==> src/logic/icache_pkg.sv <==
package icache_pkg;

    // cache geometry
    localparam int NUM_WAYS   = 4;
    localparam int NUM_SETS   = 64;
    localparam int LINE_WORDS = 16;

    typedef logic [31:0]  addr_t;
    typedef logic [31:0]  word_t;
    typedef logic [63:0]  dword_t;
    typedef logic [511:0] line_t;
    typedef logic [19:0]  tag_t;
    typedef logic [5:0]   index_t;
    typedef logic [3:0]   way_mask_t;   // one-hot way select

    // pc split into tag 31..12, index 11..6, dword 5..3, word 2, byte 1..0
    typedef struct packed {
        tag_t       tag;
        index_t     index;
        logic [2:0] dw_off;
        logic       word_sel;
        logic [1:0] byte_off;
    } pc_fields_t;

    typedef struct packed {
        logic valid;
        tag_t tag;
    } tagv_entry_t;

    typedef enum logic [2:0] {
        IDLE,
        LOOKUP,
        MISS_REQ,
        REFILL,
        WRITE_LINE,
        RESP
    } ctrl_state_t;

endpackage
==> src/logic/icache_refill_buf.sv <==
`timescale 1ns/1ps
module icache_refill_buf (
    input  logic               clk,
    input  logic               rst,
    input  logic               ret_valid,
    input  logic               ret_last,
    input  icache_pkg::word_t  r_data_mem,
    output logic               fill_done,
    output icache_pkg::line_t  fill_line
);
    import icache_pkg::*;

    localparam int LINE_BITS = LINE_WORDS * 32;

    // beats arrive in address order, so shifting down from the top
    // leaves word 0 in the low bits after the final beat
    always_ff @(posedge clk) begin
        if (ret_valid) begin
            fill_line <= {r_data_mem, fill_line[LINE_BITS-1:32]};
        end
    end

    always_ff @(posedge clk) begin
        if (rst) begin
            fill_done <= 1'b0;
        end else begin
            fill_done <= ret_valid && ret_last;   // one-cycle pulse
        end
    end

endmodule

==> config.mk <==
export PLATFORM = sky130hd
export DESIGN_NAME = icache_refill_buf
export DESIGN_NICKNAME = d
export VERILOG_FILES = /design/src/logic/icache_pkg.sv /design/src/logic/icache_refill_buf.sv
export SDC_FILE = /design/constraint.sdc
export NUM_CORES = 1
export LEC_CHECK = 0
export BUFFER_PORTS_ARGS = -buffer_cell sky130_fd_sc_hd__buf_4
export CORE_AREA = 2 2 215 217
export DETAILED_ROUTE_END_ITERATION = 12
export DIE_AREA = 0 0 217 219
export GPL_ROUTABILITY_DRIVEN = 0
export PLACE_DENSITY = 0.66
export SLEW_MARGIN = 20
export SYNTH_ARGS = -nofsm -noshare
export SYNTH_HDL_FRONTEND = slang
export SYNTH_SLANG_ARGS = --single-unit
==> constraint.sdc <==
create_clock -name clk -period 0.8 [get_ports clk]
set_input_delay 0 -clock clk [delete_from_list [all_inputs] [get_ports clk]]
set_output_delay 0 -clock clk [all_outputs]
set_load 0.02 [all_outputs]
==> flow_metrics.tcl, run 1 <==
set metrics [dict create \
    crit_family "flip-flops" \
    placementRows 78 \
    synth.avg_cell_area_um2 29.97 \
    worstRegToRegCells 2 \
    cp_max_fo 2 \
    fin_crit_ps 1292 \
    drtIter0Drc 479 \
    ios 549 \
    end_kind "output port" \
    cts_buffer_depth 3 \
    cts_tree "yes" \
    grt_pass1_vias 9054 \
    hold_path_class "in -> reg" \
    drt-pass1-iter-count 5 \
    drcViolationCount 0 \
    violations "negative hold slack, negative setup slack" \
    cts-root-buf "clkbuf_16" \
    htree_levels 2 \
    port-buffer-count 548 \
    power_leakage_nw 10.67 \
    cpPeakStageDelay_ps 520 \
    status "finished with violations" \
    worst_pin_slew_ps 346.3 \
    hold_ws_ps -25.47 \
    start_util 0.3416 \
    die_height_um 219 \
    vias 8698 \
    power.density_nw_per_um2 2360 \
    crit_buf_inv 1 \
    synth_top_area_share 0.9981 \
    grt-ovfl-total 0 \
    setup_violations 643 \
    clkSlewWorstSetupHoldPaths_ps 60 \
    syn_inst 514 \
    arrival_ps 1290 \
    slew_headroom 0.7691 \
    r2r-end "fill_line[328]" \
    grt_pass1_wl_um 56480 \
    period_share 1.614 \
    cts_hold_buf 35 \
    ys_seq_elements 513 \
    dieArea_um2 47520 \
    fin_tns_setup_ps -177270 \
    drive_gt1_frac 0.6101 \
    r2r_setup_slack_ps -100 \
    rsz0062_at_grt "yes" \
    yosys.area.top_type "edfxtp_1" \
    avgViaCountPerCell 4.218 \
    hpwl_um 26420 \
    hold_depth 2 \
    cts_inserted_buffers 51 \
    fin_nets 1459 \
    holdPathEnd "fill_line[314]" \
    ys_top_cells_by_area "edfxtp_1, dfxtp_1, and3b_1" \
    worst_path_max_delay_cell "edfxtp_1" \
    fmax_mhz 774.3 \
    insertion_delay_ps 580 \
    crit_type "reg -> out" \
    grt_antenna_before_repair 0 \
    critPathRequiredTime_ps 800 \
    final_util 0.5897 \
    clkSinkCount 513 \
    critical_path.startpoint_type "flop" \
    startpoint "fill_line[244]" \
    finalHoldViolations 65 \
    synth.distinct_cells 3 \
    antennaDiodeCount 0 \
    core_area_um2 45090 \
    finalClockSkew_ps 9.363 \
    synthesis.nets 550 \
    max-cap-violations 0 \
    r2r_start "fill_line[360]" \
    cp_cell_sequence "buf_6" \
    n_fill_cell 3068 \
    slew_violations 0 \
    syn2layout_area_growth_pct 72.61 \
    die_width_um 217 \
    wire_per_inst_um 20.07 \
    yosysSeqAreaShare 0.9994 \
    synth_warnings 0 \
    fin_ws_ps -491.5 \
    synth_area_um2 15400 \
    postRouteAntennaNets 0 \
    grt_max_degree 30 \
    grt_usage 0.1603 \
    irDropWorstVdd_v 0.002350 \
    wl_um 41390 \
    min-delay-start "ret_valid" \
]
through the flow:
stage          worst slack, ps  power [W]  cell area, um2  std cells  hold slack (ps)
3_3_place_gp            -125.1    0.03803           20750       1707            178.3
5_1_grt                 -530.3    0.06471           26590       2062           -45.42
2_1_floorplan            35.97    0.03452           15400        514            98.87
6_report                -491.5    0.06274           26590       2062           -25.47
4_1_cts                 -527.4    0.06265           25910       2009           -57.29
3_5_place_dp            -130.9    0.03813           20750       1707            179.2
cells in the mapped netlist:
| library cell | count |
|---|---|
| and3b_1 | 1 |
| dfxtp_1 | 1 |
| edfxtp_1 | 512 |
cells by family (layout without fill, tap and decap cells):
family        count (synthesis)  count (layout)  share of synthesized area
flops                       513             513                     0.9994
buf+inv                       0             948                          0
simple gates                  1               1                  0.0005687
placed cells by master (no fill, tap or decap), drive strengths merged:
cell type    Yosys  layout
clkbuf           0      61
clkinvlp         0       2
bufinv           0       3
edfxtp         512     512
dfxtp            1       1
clkinv           0      24
and3b            1       1
buf              0     821
inv              0       2
dlygate4sd3      0      35
worst max-delay path by stage:
stage / end / slack [ps] / cells after the start
CTS: fill_line[244] / -530 / 1
global route: fill_line[244] / -530 / 1
global placement: fill_line[55] / -130 / 3
finish: fill_line[244] / -490 / 1
detailed placement: fill_line[119] / -130 / 3
floorplan: fill_line[0] / 40 / 0
registers in the layout (all words and copies together) (netlist names):
name       cells
fill_done      1
fill_line    512
power breakdown:
part	switching [W]	internal [W]	total (W)
Combinational	0.00346	0.00383	0.00729
Sequential	0.00118	0.0315	0.0326
Clock	0.00979	0.0130	0.0228
Total	0.0144	0.0483	0.0627
per-layer routing:
layer  track usage  vias up  share of wire
met5             0        -              0
met4       0.06005        0          0.028
met3       0.05641       74          0.080
met2        0.2829      374           0.53
met1        0.1784     4314           0.36
li1              -     3936              -
area by class of cell:
cell class	instances	area, um2	share of cell area
flip-flops and latches	513	15400	0.5791
repair buffers	856	8847	0.3328
clock buffers	61	1356	0.05101
well taps	600	750.7	0.02824
clock inverters	31	229.0	0.008612
multi-input cells	1	8.758	0.0003294
repair_timing:
action	4_1_cts	5_1_grt
endpoints found under the setup margin	516	681
gates resized for setup	509	75
endpoints found under the hold margin	162	128
buffers inserted	175	131
Note: power is estimated with default switching activity, not from simulation.
==> run 2: changes to the inputs <==
--- a/config.mk
+++ b/config.mk
@@ -6,11 +6,11 @@
 export NUM_CORES = 1
 export LEC_CHECK = 0
 export BUFFER_PORTS_ARGS = -buffer_cell sky130_fd_sc_hd__buf_4
-export CORE_AREA = 2 2 215 217
+export CORE_AREA = 4 4 211 213
 export DETAILED_ROUTE_END_ITERATION = 12
-export DIE_AREA = 0 0 217 219
+export DIE_AREA = 0 0 215 217
 export GPL_ROUTABILITY_DRIVEN = 0
-export PLACE_DENSITY = 0.66
+export PLACE_DENSITY = 0.69
 export SLEW_MARGIN = 20
 export SYNTH_ARGS = -nofsm -noshare
 export SYNTH_HDL_FRONTEND = slang
==> flow_metrics.tcl, run 2 (synthesized netlist as in run 1, its figures left out) <==
set metrics [dict create \
    status "finished with violations" \
    violations "negative setup slack" \
    min-delay-start "r_data_mem[19]" \
    regMostFlops "fill_line" \
    worstRegToRegCells 2 \
    r2r_setup_slack_ps -140 \
    worst-path-stages 1 \
    switchingPower_w 0.01426 \
    rsz0062_at_grt "yes" \
    power_leakage_nw 10.58 \
    setup_violations 1153 \
    top_usage_layer "met2" \
    antennaDiodeCount 0 \
    port-buffer-count 548 \
    internal-power_w 0.04850 \
    postRouteAntennaNets 0 \
    critPathRequiredTime_ps 800 \
    cp_max_fo 2 \
    grt_util_met3 0.06130 \
    pwr-share-clk 0.363 \
    r2r-end "fill_line[426]" \
    critical_path.startpoint_type "flop" \
    fmax_mhz 816.1 \
    finalClockSkew_ps 16.16 \
    end_kind "output port" \
    hold_ws_ps 150.2 \
    fin_nets 1440 \
    wire_per_inst_um 21.75 \
    drive_gt1_frac 0.6017 \
    avgViaCountPerCell 4.423 \
    start_util 0.3608 \
    startpoint "fill_line[259]" \
    slew_headroom 0.7688 \
    hold_depth 2 \
    ios 549 \
    die_width_um 215 \
    syn2layout_area_growth_pct 71.39 \
    wl_um 43220 \
    max-cap-violations 0 \
    grt_max_degree 40 \
    cpPeakStageDelay_ps 470 \
    p_comb_frac 0.116 \
    hold_path_class "in -> reg" \
    cts_inserted_buffers 50 \
    use_met2 0.3107 \
    worst_path_max_delay_cell "edfxtp_1" \
    cp_cell_sequence "buf_6" \
    grt_usage 0.1736 \
    endpoint "fill_line[259]" \
    reg.largest.list "fill_line x512, fill_done x1" \
    clkSlewWorstSetupHoldPaths_ps 60 \
    r2r_start "fill_line[458]" \
    insertion_delay_ps 570 \
    cts-root-buf "clkbuf_16" \
    clkSinkCount 513 \
    dieArea_um2 46660 \
    irDropWorstVdd_v 0.002022 \
    worst_pin_slew_ps 346.8 \
    drcViolationCount 0 \
    htree_levels 2 \
    crit_type "reg -> out" \
    drtIter0Drc 711 \
    crit_family "flip-flops" \
    final_common_cell "buf_6" \
    finalHoldViolations 0 \
    pwr-share-seq 0.521 \
    grt_pass1_wl_um 61040 \
    period_share 1.532 \
    total_power_w 0.06275 \
    grt_pass1_vias 9376 \
    grt_antenna_before_repair 0 \
    largest_reg_flops 512 \
    swShare 0.2272 \
    power.density_nw_per_um2 2377 \
    layout_common_cells "buf_6, edfxtp_1, buf_4" \
    vias 8789 \
    crit_buf_inv 1 \
    arrival_ps 1230 \
    placementRows 76 \
    use_met1 0.1990 \
    fin_crit_ps 1225 \
    cts_buffer_depth 3 \
    slew_violations 0 \
    fin_tns_setup_ps -288380 \
    grt-ovfl-total 0 \
    die_height_um 217 \
    fin_ws_ps -425.3 \
    drt-pass1-iter-count 5 \
    final_util 0.6183 \
    hpwl_um 26560 \
    cts_tree "yes" \
    core_area_um2 42700 \
]
-- run 2: timing repair --
item,in CTS,in global routing
cloned,0,0
setup endpoints to repair,515,1175
gates resized for setup,512,84
hold endpoints to repair,98,54
setup buffers,160,130
hold buffers,35,1
-- run 2: how the worst min path moves through the flow --
stage / to
2_1_floorplan: fill_line[480]
3_5_place_dp: fill_line[508]
5_1_grt: fill_line[501]
6_report: fill_line[499]
3_3_place_gp: fill_line[487]
4_1_cts: fill_line[503]
-- run 2: area by class of cell --
| type | count | area (um2) |
|---|---|---|
| fillers | 2719 | 16300 |
| flip-flops and latches | 513 | 15400 |
| repair buffers | 838 | 8745 |
| clock buffers | 63 | 1321 |
| well taps | 546 | 683.2 |
| clock inverters | 26 | 246.5 |
| multi-input cells | 1 | 8.758 |
-- run 2: power by group through the flow --
stage                     sequential, W  combinational (W)  clock [W]
after CTS                        0.0325            0.00689     0.0231
after floorplan                  0.0345         0.00000177          0
after detailed placement         0.0329            0.00523          0
final                            0.0327            0.00730     0.0228
after global placement           0.0328            0.00519          0
after global routing             0.0328            0.00756     0.0246
-- run 2: routing by layer --
metal	vias up	routed length [um]
met5	-	0
met4	0	1135
met3	73	3643
met2	427	22750
met1	4386	15700
li1	3903	-
-- run 2: stage by stage --
stage / cell area (um2) / setup slack, ps / cells
floorplan: 15400 / 35.97 / 514
global placement: 20640 / -103.6 / 1649
detailed placement: 20640 / -117.2 / 1649
CTS: 25680 / -461.4 / 1933
global route: 26400 / -472.6 / 1987
finish: 26400 / -425.3 / 1987
