File: src/logic/icache_pkg.sv
package icache_pkg;

    // cache geometry
    localparam int NUM_WAYS   = 4;
    localparam int NUM_SETS   = 64;
    localparam int LINE_WORDS = 16;

    typedef logic [31:0]  addr_t;
    typedef logic [31:0]  word_t;
    typedef logic [63:0]  dword_t;
    typedef logic [511:0] line_t;
    typedef logic [19:0]  tag_t;
    typedef logic [5:0]   index_t;
    typedef logic [3:0]   way_mask_t;   // one-hot way select

    // pc split into tag 31..12, index 11..6, dword 5..3, word 2, byte 1..0
    typedef struct packed {
        tag_t       tag;
        index_t     index;
        logic [2:0] dw_off;
        logic       word_sel;
        logic [1:0] byte_off;
    } pc_fields_t;

    typedef struct packed {
        logic valid;
        tag_t tag;
    } tagv_entry_t;

    typedef enum logic [2:0] {
        IDLE,
        LOOKUP,
        MISS_REQ,
        REFILL,
        WRITE_LINE,
        RESP
    } ctrl_state_t;

endpackage
File: src/logic/icache_ctrl.sv
`timescale 1ns/1ps
module icache_ctrl #(
    parameter int COOKIE_WIDTH = 32
) (
    input  logic                                           clk,
    input  logic                                           rst,
    input  logic                                           valid,
    input  icache_pkg::addr_t                              pc_in,
    input  logic [COOKIE_WIDTH-1:0]                        cookie_in,
    output logic                                           cache_ready,
    output logic                                           data_valid,
    output icache_pkg::dword_t                             r_data,
    output icache_pkg::addr_t                              pc_out,
    output logic [COOKIE_WIDTH-1:0]                        cookie_out,
    output logic                                           exception,
    output logic                                           r_req,
    output icache_pkg::addr_t                              r_addr,
    input  logic                                           r_rdy,
    output logic                                           r_data_ready,
    output icache_pkg::pc_fields_t                         rd_fields,
    input  icache_pkg::way_mask_t                          hit,
    input  icache_pkg::dword_t [icache_pkg::NUM_WAYS-1:0]  way_dout,
    input  logic                                           fill_done,
    input  icache_pkg::line_t                              fill_line,
    input  icache_pkg::way_mask_t                          victim,
    output icache_pkg::way_mask_t                          line_we,
    output icache_pkg::pc_fields_t                         wr_fields,
    output icache_pkg::tagv_entry_t                        tag_wr,
    output logic                                           touch,
    output icache_pkg::way_mask_t                          touch_way
);
    import icache_pkg::*;

    ctrl_state_t             state, state_nxt;
    addr_t                   pc_q;       // request buffer
    logic [COOKIE_WIDTH-1:0] cookie_q;
    way_mask_t               victim_q;   // way chosen at miss time
    pc_fields_t              req;
    logic                    accept, misaligned, hit_any, lookup_done;
    dword_t                  hit_data;

    assign req         = pc_q;
    assign rd_fields   = pc_in;            // tag/data read address at accept
    assign wr_fields   = req;
    assign misaligned  = (req.byte_off != 2'b00);
    assign hit_any     = |hit;
    assign lookup_done = (state == LOOKUP) && (hit_any || misaligned);
    assign accept      = valid && cache_ready;

    assign cache_ready  = (state == IDLE) || (state == RESP) || lookup_done;
    assign data_valid   = lookup_done || (state == RESP);
    assign exception    = (state == LOOKUP) && misaligned;
    assign r_req        = (state == MISS_REQ);
    assign r_addr       = {pc_q[31:6], 6'b0};
    assign r_data_ready = (state == REFILL) && !fill_done;
    assign pc_out       = pc_q;
    assign cookie_out   = cookie_q;

    assign line_we   = (state == WRITE_LINE) ? victim_q : '0;
    assign tag_wr    = '{valid: 1'b1, tag: req.tag};
    assign touch     = ((state == LOOKUP) && hit_any && !misaligned) || (state == WRITE_LINE);
    assign touch_way = (state == WRITE_LINE) ? victim_q : hit;

    always_comb begin
        hit_data = '0;
        for (int w = 0; w < NUM_WAYS; w++) begin
            if (hit[w]) hit_data = hit_data | way_dout[w];   // hit is one-hot
        end
    end

    always_comb begin
        if (state == RESP) r_data = fill_line[{req.dw_off, 6'b0} +: 64];
        else if (misaligned) r_data = '0;
        else r_data = hit_data;
    end

    always_comb begin
        state_nxt = state;
        case (state)
            IDLE:       if (accept) state_nxt = LOOKUP;
            LOOKUP:     if (!lookup_done) state_nxt = MISS_REQ;
                        else state_nxt = accept ? LOOKUP : IDLE;
            MISS_REQ:   if (r_rdy) state_nxt = REFILL;
            REFILL:     if (fill_done) state_nxt = WRITE_LINE;
            WRITE_LINE: state_nxt = RESP;
            RESP:       state_nxt = accept ? LOOKUP : IDLE;
            default:    state_nxt = IDLE;
        endcase
    end

    always_ff @(posedge clk) begin
        if (rst) state <= IDLE;
        else state <= state_nxt;
    end

    always_ff @(posedge clk) begin
        if (accept) begin
            pc_q     <= pc_in;
            cookie_q <= cookie_in;
        end
        if ((state == LOOKUP) && !lookup_done) victim_q <= victim;
    end

endmodule

File: config.mk
export PLATFORM = sky130hd
export DESIGN_NAME = icache_ctrl
export DESIGN_NICKNAME = d
export VERILOG_FILES = /design/src/logic/icache_pkg.sv /design/src/logic/icache_ctrl.sv
export SDC_FILE = /design/constraint.sdc
export NUM_CORES = 1
export LEC_CHECK = 0
export ABC_AREA = 1
export BUFFER_PORTS_ARGS = -buffer_cell sky130_fd_sc_hd__buf_2
export CELL_PAD_IN_SITES_DETAIL_PLACEMENT = 0
export CELL_PAD_IN_SITES_GLOBAL_PLACEMENT = 2
export CORE_AREA = 2 2 433 435
export DETAILED_ROUTE_END_ITERATION = 7
export DIE_AREA = 0 0 435 437
export PLACE_DENSITY = 0.43
export SYNTH_ARGS = -nofsm -noshare
export SYNTH_HDL_FRONTEND = slang
export SYNTH_SLANG_ARGS = --single-unit
File: constraint.sdc
create_clock -name clk -period 4.9 [get_ports clk]
set_input_delay 0.735 -clock clk [delete_from_list [all_inputs] [get_ports clk]]
set_output_delay 0.735 -clock clk [all_outputs]
set_load 0.1 [all_outputs]
==> impl_metrics.tcl, run 1 <==
set metrics [dict create \
    skew_ns 0.0261 \
    status "complete, no violations" \
    crit_fanout 87 \
    hold_buffers 0 \
    die-area_mm2 0.190 \
    drt_wl_total_um 114000 \
    fin_crit_sh 0.821 \
    area_growth_pct 79.1 \
    wl_met1_um 47500 \
    cp.required_ns 4.16 \
    nets 3478 \
    crit_path_frequent_cell "nand3_1" \
    vias 15400 \
    hold_ws_ns 0.511 \
    final_common_cell "buf_2" \
    slowest_stage "edfxtp_1" \
    drv_cap 0 \
    startpoint_type "flip-flop" \
    core_area_mm2 0.185 \
    p_leak_nw 8.13 \
    setup_tns_ns 0 \
    htreeDepth 3 \
    grt_usage 0.114 \
    wl_met3_um 5620 \
    cp.arrival_ns 3.29 \
    portBuffers 1096 \
    die_h_um 437 \
    grt_pass1_wl_um 147000 \
    ir_worst_vdd_mv 0.242 \
    wl_met2_um 59800 \
    cts_resized 0 \
    clkTransAtPathRegs_ns 0.09 \
    postRouteAntennaNets 0 \
    start_util 0.0533 \
    power_frac_comb 0.622 \
    max_freq_ghz 0.249 \
    drtIter0Drc 962 \
    period_needed_ns 4.02 \
    antenna_found_initial 42 \
    min_path_type "input pin to flip-flop" \
    pin_count 1104 \
    ys_ff_latch 71 \
    p_sw_frac 0.575 \
    post-cts-setup-buffers 0 \
    maxSlewHeadroom 0.303 \
    yosysSeqAreaShare 0.213 \
    overflow 0 \
    powerDensity_mw_per_mm2 214 \
    crit_type "flip-flop to output pin" \
    drc_errors 0 \
    drt-vias-per-instance 3.01 \
    rsz0062_at_grt "no" \
    insertion_delay_ns 0.40 \
    cts.sinks 71 \
    wire_per_inst_um 22.3 \
    drive_above_1_share 0.437 \
    max_stage_delay_ns 0.56 \
    routabilityCongestion 0.859 \
    netlist_area_mm2 0.00986 \
    power.internal_mw 1.61 \
    clock_path_buffers 2 \
    pwr-share-seq 0.200 \
    numCtsBuffers 9 \
    firstDrtPassIters 5 \
    avgSynthCellArea_um2 5.66 \
    rows 158 \
    root_buffer "clkbuf_16" \
    final_cell_mix "1090 x buf_2, 464 x nor2_1, 400 x nand2_1, 214 x o21ai_0, 135 x nand3_1" \
    crit_chain "inv_8 > buf_4 > o21ai_0 > nand3_1 > nand3_1 > nand2_1 > buf_2" \
    crit_path_end_kind "output pin" \
    grt_start_max_net_pins 135 \
    clkPwrFrac 0.178 \
    top_layer "met5" \
    die_width_um 435 \
    dp_hpwl_um 95600 \
    finalSetupViolCount 0 \
    p_sw_mw 2.17 \
    hold_violations 0 \
    tightest_slew_ns 1.05 \
    finalMaxSlewViolations 0 \
    yosysWarnings 0 \
    synth_cell_types 21 \
    fillers 22200 \
    synthCells 1743 \
    grt_pass1_vias 15500 \
    cts_tree "yes" \
]
-- flip-flops by register name, summed over array words and instances, names as in the netlist --
signal / count
pc_out: 32
victim_q: 4
state: 3
cookie_out: 32
-- synthesized netlist by cell type --
library cell  number  share of area
o21ai_1           49          0.025
buf_8              1         0.0015
buf_2             22          0.011
conb_1             2        0.00076
edfxtp_1          68           0.21
o21ai_0          214           0.11
a21oi_1            5         0.0025
inv_2              5         0.0019
clkbuf_2           1        0.00051
inv_1             13         0.0049
dfxtp_1            3         0.0061
nand4_1           64          0.041
nand3_1          135          0.069
nor2_1           464           0.18
clkbuf_1          80          0.030
buf_6              8         0.0091
nand2_1          400           0.15
buf_4            126          0.096
buf_1             18         0.0069
o211ai_1          64          0.049
nor3b_1            1        0.00076
-- power by group through the flow --
stage          combinational (mW)  sequential [mW]  clock, mW
2_1_floorplan                1.34             1.01          0
4_1_cts                      2.41            0.757      0.712
3_5_place_dp                 2.40            0.769          0
5_1_grt                      2.51            0.760      0.727
6_report                     2.35            0.755      0.674
3_3_place_gp                 2.42            0.769          0
-- layer usage --
layer,track usage,vias to the layer above
met5,0,-
met4,0.0151,6
met3,0.0189,74
met2,0.211,609
met1,0.139,7277
li1,-,7473
-- worst max-delay path: cells and delay by family (launching register included) --
kind                   cells  cell delay (ns)
AO/OA/AOI/OAI              1             0.16
buffers and inverters      3             1.23
AND/OR/NAND/NOR            3             0.69
flip-flops                 1             0.56
-- logic make-up after synthesis --
| kind of cell | share of synthesized area |
|---|---|
| AOI/OAI and AO/OA | 0.185 |
| buffers and inverters | 0.162 |
| DFF | 0.213 |
| other | 0.000762 |
| and+or+nand+nor | 0.439 |
-- area by class of cell --
| cell class | instances | area [µm²] | share of cell area |
|---|---|---|---|
| Clock inverter | 7 | 57.6 | 0.00326 |
| Sequential cell | 71 | 2100 | 0.119 |
| Clock buffer | 9 | 225 | 0.0128 |
| Inverter | 18 | 81.3 | 0.00461 |
| Timing Repair Buffer | 1130 | 5880 | 0.333 |
| Antenna cell | 9 | 22.5 | 0.00128 |
| Tap cell | 2480 | 3100 | 0.176 |
| Multi-Input combinational cell | 1403 | 6190 | 0.350 |
-- per-stage QoR --
step           worst slack [ns]    util  instance area (µm²)  cells  total power, mW
3_5_place_dp               1.09  0.0938                17400   5102             3.17
3_3_place_gp               1.09  0.0938                17400   5102             3.18
5_1_grt                   0.606  0.0954                17600   5122             3.99
2_1_floorplan              1.28       -                 9880   1748             2.35
4_1_cts                   0.618  0.0953                17600   5118             3.88
6_report                  0.879  0.0954                17700   5127             3.78
-- final timing paths --
kind              from  slack, ns  cells after the start           to
max          pc_out[3]       0.88                      7    r_data[2]
min          victim[3]       0.51                      1  victim_q[3]
max reg2reg   state[0]       1.93                      5    pc_out[2]
min reg2reg   state[0]       0.66                      2     state[2]
No activity file was read; power rests on OpenSTA's default activity.
==> inputs of run 2 (changes only) <==
- ABC_AREA: 1 -> 0
- CORE_AREA: 2 2 433 435 -> 2 2 431 433
- DIE_AREA: 0 0 435 437 -> 0 0 433 435
- PLACE_DENSITY: 0.43 -> 0.37
- clock period: 4.9 -> 3.9 ns (I/O delays scaled with it)
==> impl_metrics.tcl, run 2 <==
set metrics [dict create \
    reg2reg_from "state[0]" \
    clock_path_buffers 2 \
    grt_start_max_net_pins 56 \
    worstReg2RegEnd "cookie_out[15]" \
    maxSlewHeadroom 0.459 \
    p_sw_frac 0.513 \
    die_h_um 435 \
    grt_pass1_vias 12700 \
    startpoint_type "flip-flop" \
    synthTopCellsByCount "131 x buf_4, 129 x mux2i_1, 68 x edfxtp_1" \
    portBuffers 1096 \
    grt_pass1_wl_um 136000 \
    finalSetupViolCount 0 \
    period_needed_ns 3.68 \
    die_width_um 433 \
    post-cts-setup-buffers 0 \
    clkPwrFrac 0.224 \
    die-area_mm2 0.188 \
    fin_crit_sh 0.943 \
    rows 158 \
    grt_usage 0.112 \
    min_path_type "input pin to flip-flop" \
    synth_cell_types 37 \
    drive_above_1_share 0.677 \
    crit_fanout 16 \
    cp.required_ns 3.31 \
    insertion_delay_ns 0.39 \
    hold_path_depth 1 \
    antenna_found_initial 82 \
    skew_ns 0.0186 \
    cp.arrival_ns 3.09 \
    hold_end "cookie_out[16]" \
    synth_most_common_cell "buf_4" \
    totalPowerFinal_mw 4.51 \
    synthArstFlopShare 0 \
    pwr-share-seq 0.204 \
    htreeDepth 3 \
    postRouteAntennaNets 0 \
    status "complete, no violations" \
    worstHoldStart "cookie_in[16]" \
    drtIter0Drc 569 \
    vias 12200 \
    numCtsBuffers 9 \
    final_area_mm2 0.0173 \
    post_dp_cell_area_mm2 0.0170 \
    final_common_cell "buf_2" \
    drt_wl_total_um 110000 \
    cts_tree "yes" \
    ys_ff_latch 71 \
    area_growth_pct 93.5 \
    yosysTopAreaCell "edfxtp_1" \
    routabilityCongestion 0.875 \
    max_freq_ghz 0.272 \
    dp_slack_ns 0.441 \
    ir_worst_vdd_mv 0.335 \
    synth_ff_type "edfxtp_1" \
    yosysTopAreaCellShare 0.228 \
    power.internal_mw 2.20 \
    finalMaxSlewViolations 0 \
    drc_errors 0 \
    start_util 0.0486 \
    wire_per_inst_um 25.4 \
    powerDensity_mw_per_mm2 260 \
    reg2reg_slack_ns 1.67 \
    power_frac_comb 0.573 \
    core_area_mm2 0.184 \
    tightest_slew_ns 0.811 \
    final_cell_mix "1083 x buf_2, 129 x mux2i_1, 68 x edfxtp_1" \
    hold_violations 0 \
    fin_ws_ns 0.220 \
    p_sw_mw 2.31 \
    crit_path_end_kind "output pin" \
    synth_area_leaders "edfxtp_1 23%, mux4_2 16%, mux2i_1 14%, buf_4 11%, a221oi_1 6.3%" \
    nets 2674 \
    p_leak_nw 7.57 \
    netlist_area_mm2 0.00895 \
    root_buffer "clkbuf_16" \
    cts.sinks 71 \
    yosysWarnings 0 \
    avgSynthCellArea_um2 10.2 \
    overflow 0 \
    drt-vias-per-instance 2.82 \
    synthCells 875 \
    clkTransAtPathRegs_ns 0.08 \
    pin_count 1104 \
    dp_hpwl_um 97600 \
    r2r_cells 4 \
    yosysSeqAreaShare 0.235 \
    firstDrtPassIters 4 \
    rsz0062_at_grt "no" \
    drv_cap 0 \
    synth_edf_count 68 \
    crit_type "flip-flop to output pin" \
]
[run 2: worst max path at each step]
stage	start	to	slack [ns]	cells past startpoint
5_1_grt	state[1]	r_data[11]	0.03	6
6_report	state[1]	r_data[10]	0.22	6
3_5_place_dp	pc_out[5]	r_data[11]	0.44	7
2_1_floorplan	pc_out[0]	r_data[10]	-0.35	5
4_1_cts	pc_out[5]	r_data[11]	0.008	6
3_3_place_gp	state[1]	r_data[11]	0.37	6
[run 2: metal layers]
layer / up-vias / part of all wire / global-route usage
li1: 5394 / - / -
met1: 5938 / 0.36 / 0.117
met2: 682 / 0.55 / 0.219
met3: 142 / 0.068 / 0.0267
met4: 42 / 0.024 / 0.0256
met5: - / 0.0024 / 0
[run 2: power by group through the flow]
stage	Combinational, mW	Clock [mW]	Sequential [mW]
final	2.58	1.01	0.918
after global routing	2.71	1.08	0.922
after CTS	2.64	1.07	0.920
after detailed placement	2.64	0	0.935
after global placement	2.65	0	0.936
after floorplan	1.43	0	1.19
[run 2: kinds of logic after synthesis]
| group | synth area share |
|---|---|
| muxes | 0.310 |
| DFF | 0.235 |
| buffers and inverters | 0.145 |
| AOI/OAI and AO/OA | 0.246 |
| and+or+nand+nor | 0.0623 |
| other | 0.000839 |
[run 2: cell type report]
cell class              instances  area, µm²
diodes                         17       42.5
clock buffers                   9        225
clock inverters                 7        103
fillers                     21600     167000
inverters                       2       7.51
multi-input cells             597       5620
flip-flops and latches         71       2100
well taps                    2480       3100
repair buffers               1148       6120
[run 2: worst max-delay path, cell delays in order (launching register included)]
cell and delay [ns]:
dfxtp_1 0.56, inv_2 0.19, and3_4 0.31, nand2b_4 0.32, buf_4 0.31, o21ai_0 0.55, buf_4 0.41
[run 2: repair_timing]
action / 4_1_cts / 5_1_grt
resized for setup: 3 / 0
endpoints found under the setup margin: 3 / 0
hold buffers: 0 / 0
[run 2: metrics by stage]
step	hold WS, ns	instances	utilization	TNS (ns)
2_1_floorplan	0.623	880	-	-13.41
3_3_place_gp	0.695	4298	0.0921	0
3_5_place_dp	0.682	4298	0.0921	0
4_1_cts	0.326	4314	0.0939	0
5_1_grt	0.343	4318	0.0940	0
6_report	0.365	4331	0.0941	0
==> inputs of run 3 (changes only) <==
- clock period: 3.9 -> 3.6 ns (I/O delays scaled with it)
==> impl_metrics.tcl, run 3 (synthesis results as in run 2) <==
set metrics [dict create \
    vias 12400 \
    die-area_mm2 0.188 \
    min_path_type "input pin to flip-flop" \
    drc_errors 0 \
    crit_fanout 64 \
    final_common_cell "buf_2" \
    wl_met1_um 39400 \
    slowest_stage "mux4_2" \
    htreeDepth 3 \
    fillers 21600 \
    dp_hpwl_um 99900 \
    crit_start "pc_out[3]" \
    skew_ns 0.0175 \
    drtIter0Drc 566 \
    cts.sinks 71 \
    status "complete, no violations" \
    rows 158 \
    grt_usage 0.114 \
    area_growth_pct 96.8 \
    start_util 0.0486 \
    nets 2702 \
    root_buffer "clkbuf_16" \
    tightest_slew_ns 1.02 \
    core_area_mm2 0.184 \
    post_dp_cell_area_mm2 0.0172 \
    startpoint_type "flip-flop" \
    ir_worst_vdd_mv 0.289 \
    hold_buffers 0 \
    wl_met3_um 7830 \
    overflow 0 \
    grt_start_max_net_pins 65 \
    final_area_mm2 0.0176 \
    fin_crit_sh 0.950 \
    pin_count 1104 \
    max_freq_ghz 0.292 \
    cts_tree "yes" \
    wire_per_inst_um 25.6 \
    max_stage_delay_ns 0.56 \
    die_width_um 433 \
    insertion_delay_ns 0.40 \
    powerDensity_mw_per_mm2 273 \
    crit_chain "buf_12 > buf_16 > mux4_2 > nand2b_1 > nand3_1 > o21ai_0 > buf_2" \
    die_h_um 435 \
    clkTransAtPathRegs_ns 0.08 \
    final_cell_mix "1082 x buf_2, 129 x mux2i_1, 69 x buf_4, 68 x edfxtp_1" \
    hold_violations 0 \
    firstDrtPassIters 5 \
    clock_path_buffers 2 \
    cp.required_ns 3.06 \
    drv_cap 0 \
    drt-vias-per-instance 2.84 \
    top_layer "met5" \
    period_needed_ns 3.42 \
    wl_met2_um 61800 \
    finalMaxSlewViolations 0 \
    routabilityCongestion 0.907 \
    finalSetupViolCount 0 \
    crit_path_end_kind "output pin" \
    hold_ws_ns 0.314 \
    worstHoldStart "victim[0]" \
    final_util 0.0957 \
    crit_type "flip-flop to output pin" \
    setup_tns_ns 0 \
    portBuffers 1096 \
    p_leak_nw 7.73 \
    grt_pass1_vias 13000 \
    drt_wl_total_um 112000 \
    cp.arrival_ns 2.88 \
    postRouteAntennaNets 0 \
    reg2reg_from "state[2]" \
    grt_pass1_wl_um 138000 \
    numCtsBuffers 9 \
    drive_above_1_share 0.684 \
    antenna_found_initial 90 \
    rsz0062_at_grt "no" \
    maxSlewHeadroom 0.320 \
]
run 3: worst paths after layout:
path,end,slack [ns],depth (start not counted)
setup / recovery,r_data[11],0.18,7
hold / removal,victim_q[0],0.31,1
setup reg to reg,cookie_out[20],1.59,6
hold reg to reg,state[1],0.63,2
run 3: timing repair:
item	in CTS	in global routing
hold endpoints to repair	0	0
setup buffers	2	0
endpoints found under the setup margin	6	4
pin swaps	3	0
resized for setup	6	3
cloned	1	0
run 3: final cells by class:
| class | instances | area [µm²] | share of cell area |
|---|---|---|---|
| clock buffer | 9 | 225 | 0.0128 |
| inverter | 2 | 7.51 | 0.000426 |
| sequential | 71 | 2100 | 0.119 |
| multi-input combinational | 597 | 5620 | 0.319 |
| clock inverter | 7 | 72.6 | 0.00412 |
| antenna | 18 | 45.0 | 0.00256 |
| tap | 2480 | 3100 | 0.176 |
| timing repair buffer | 1176 | 6440 | 0.365 |
run 3: worst max-delay path, delay by kind of cell (launching register included):
kind	cells	cell delay, ns
compound gates	1	0.23
buf+inv	3	0.90
flops	1	0.39
mux	1	0.56
simple gates	2	0.24
run 3: power by group:
group | internal, mW | switching [mW]
combinational | 0.836 | 2.00
clock | 0.538 | 0.448
sequential | 0.955 | 0.0330
total | 2.33 | 2.49
run 3: stage by stage:
stage	power, mW	setup slack [ns]	std cells
floorplan	2.84	-0.609	880
global placement	3.90	0.0201	4324
detailed placement	3.89	0.00127	4324
CTS	4.94	-0.0121	4342
global route	5.03	0.0116	4348
finish	4.81	0.181	4360
run 3: routing by layer:
metal	GRT usage	vias up
met1	0.118	6046
met3	0.0278	145
li1	-	5451
met4	0.0289	30
met2	0.223	704
met5	0	-
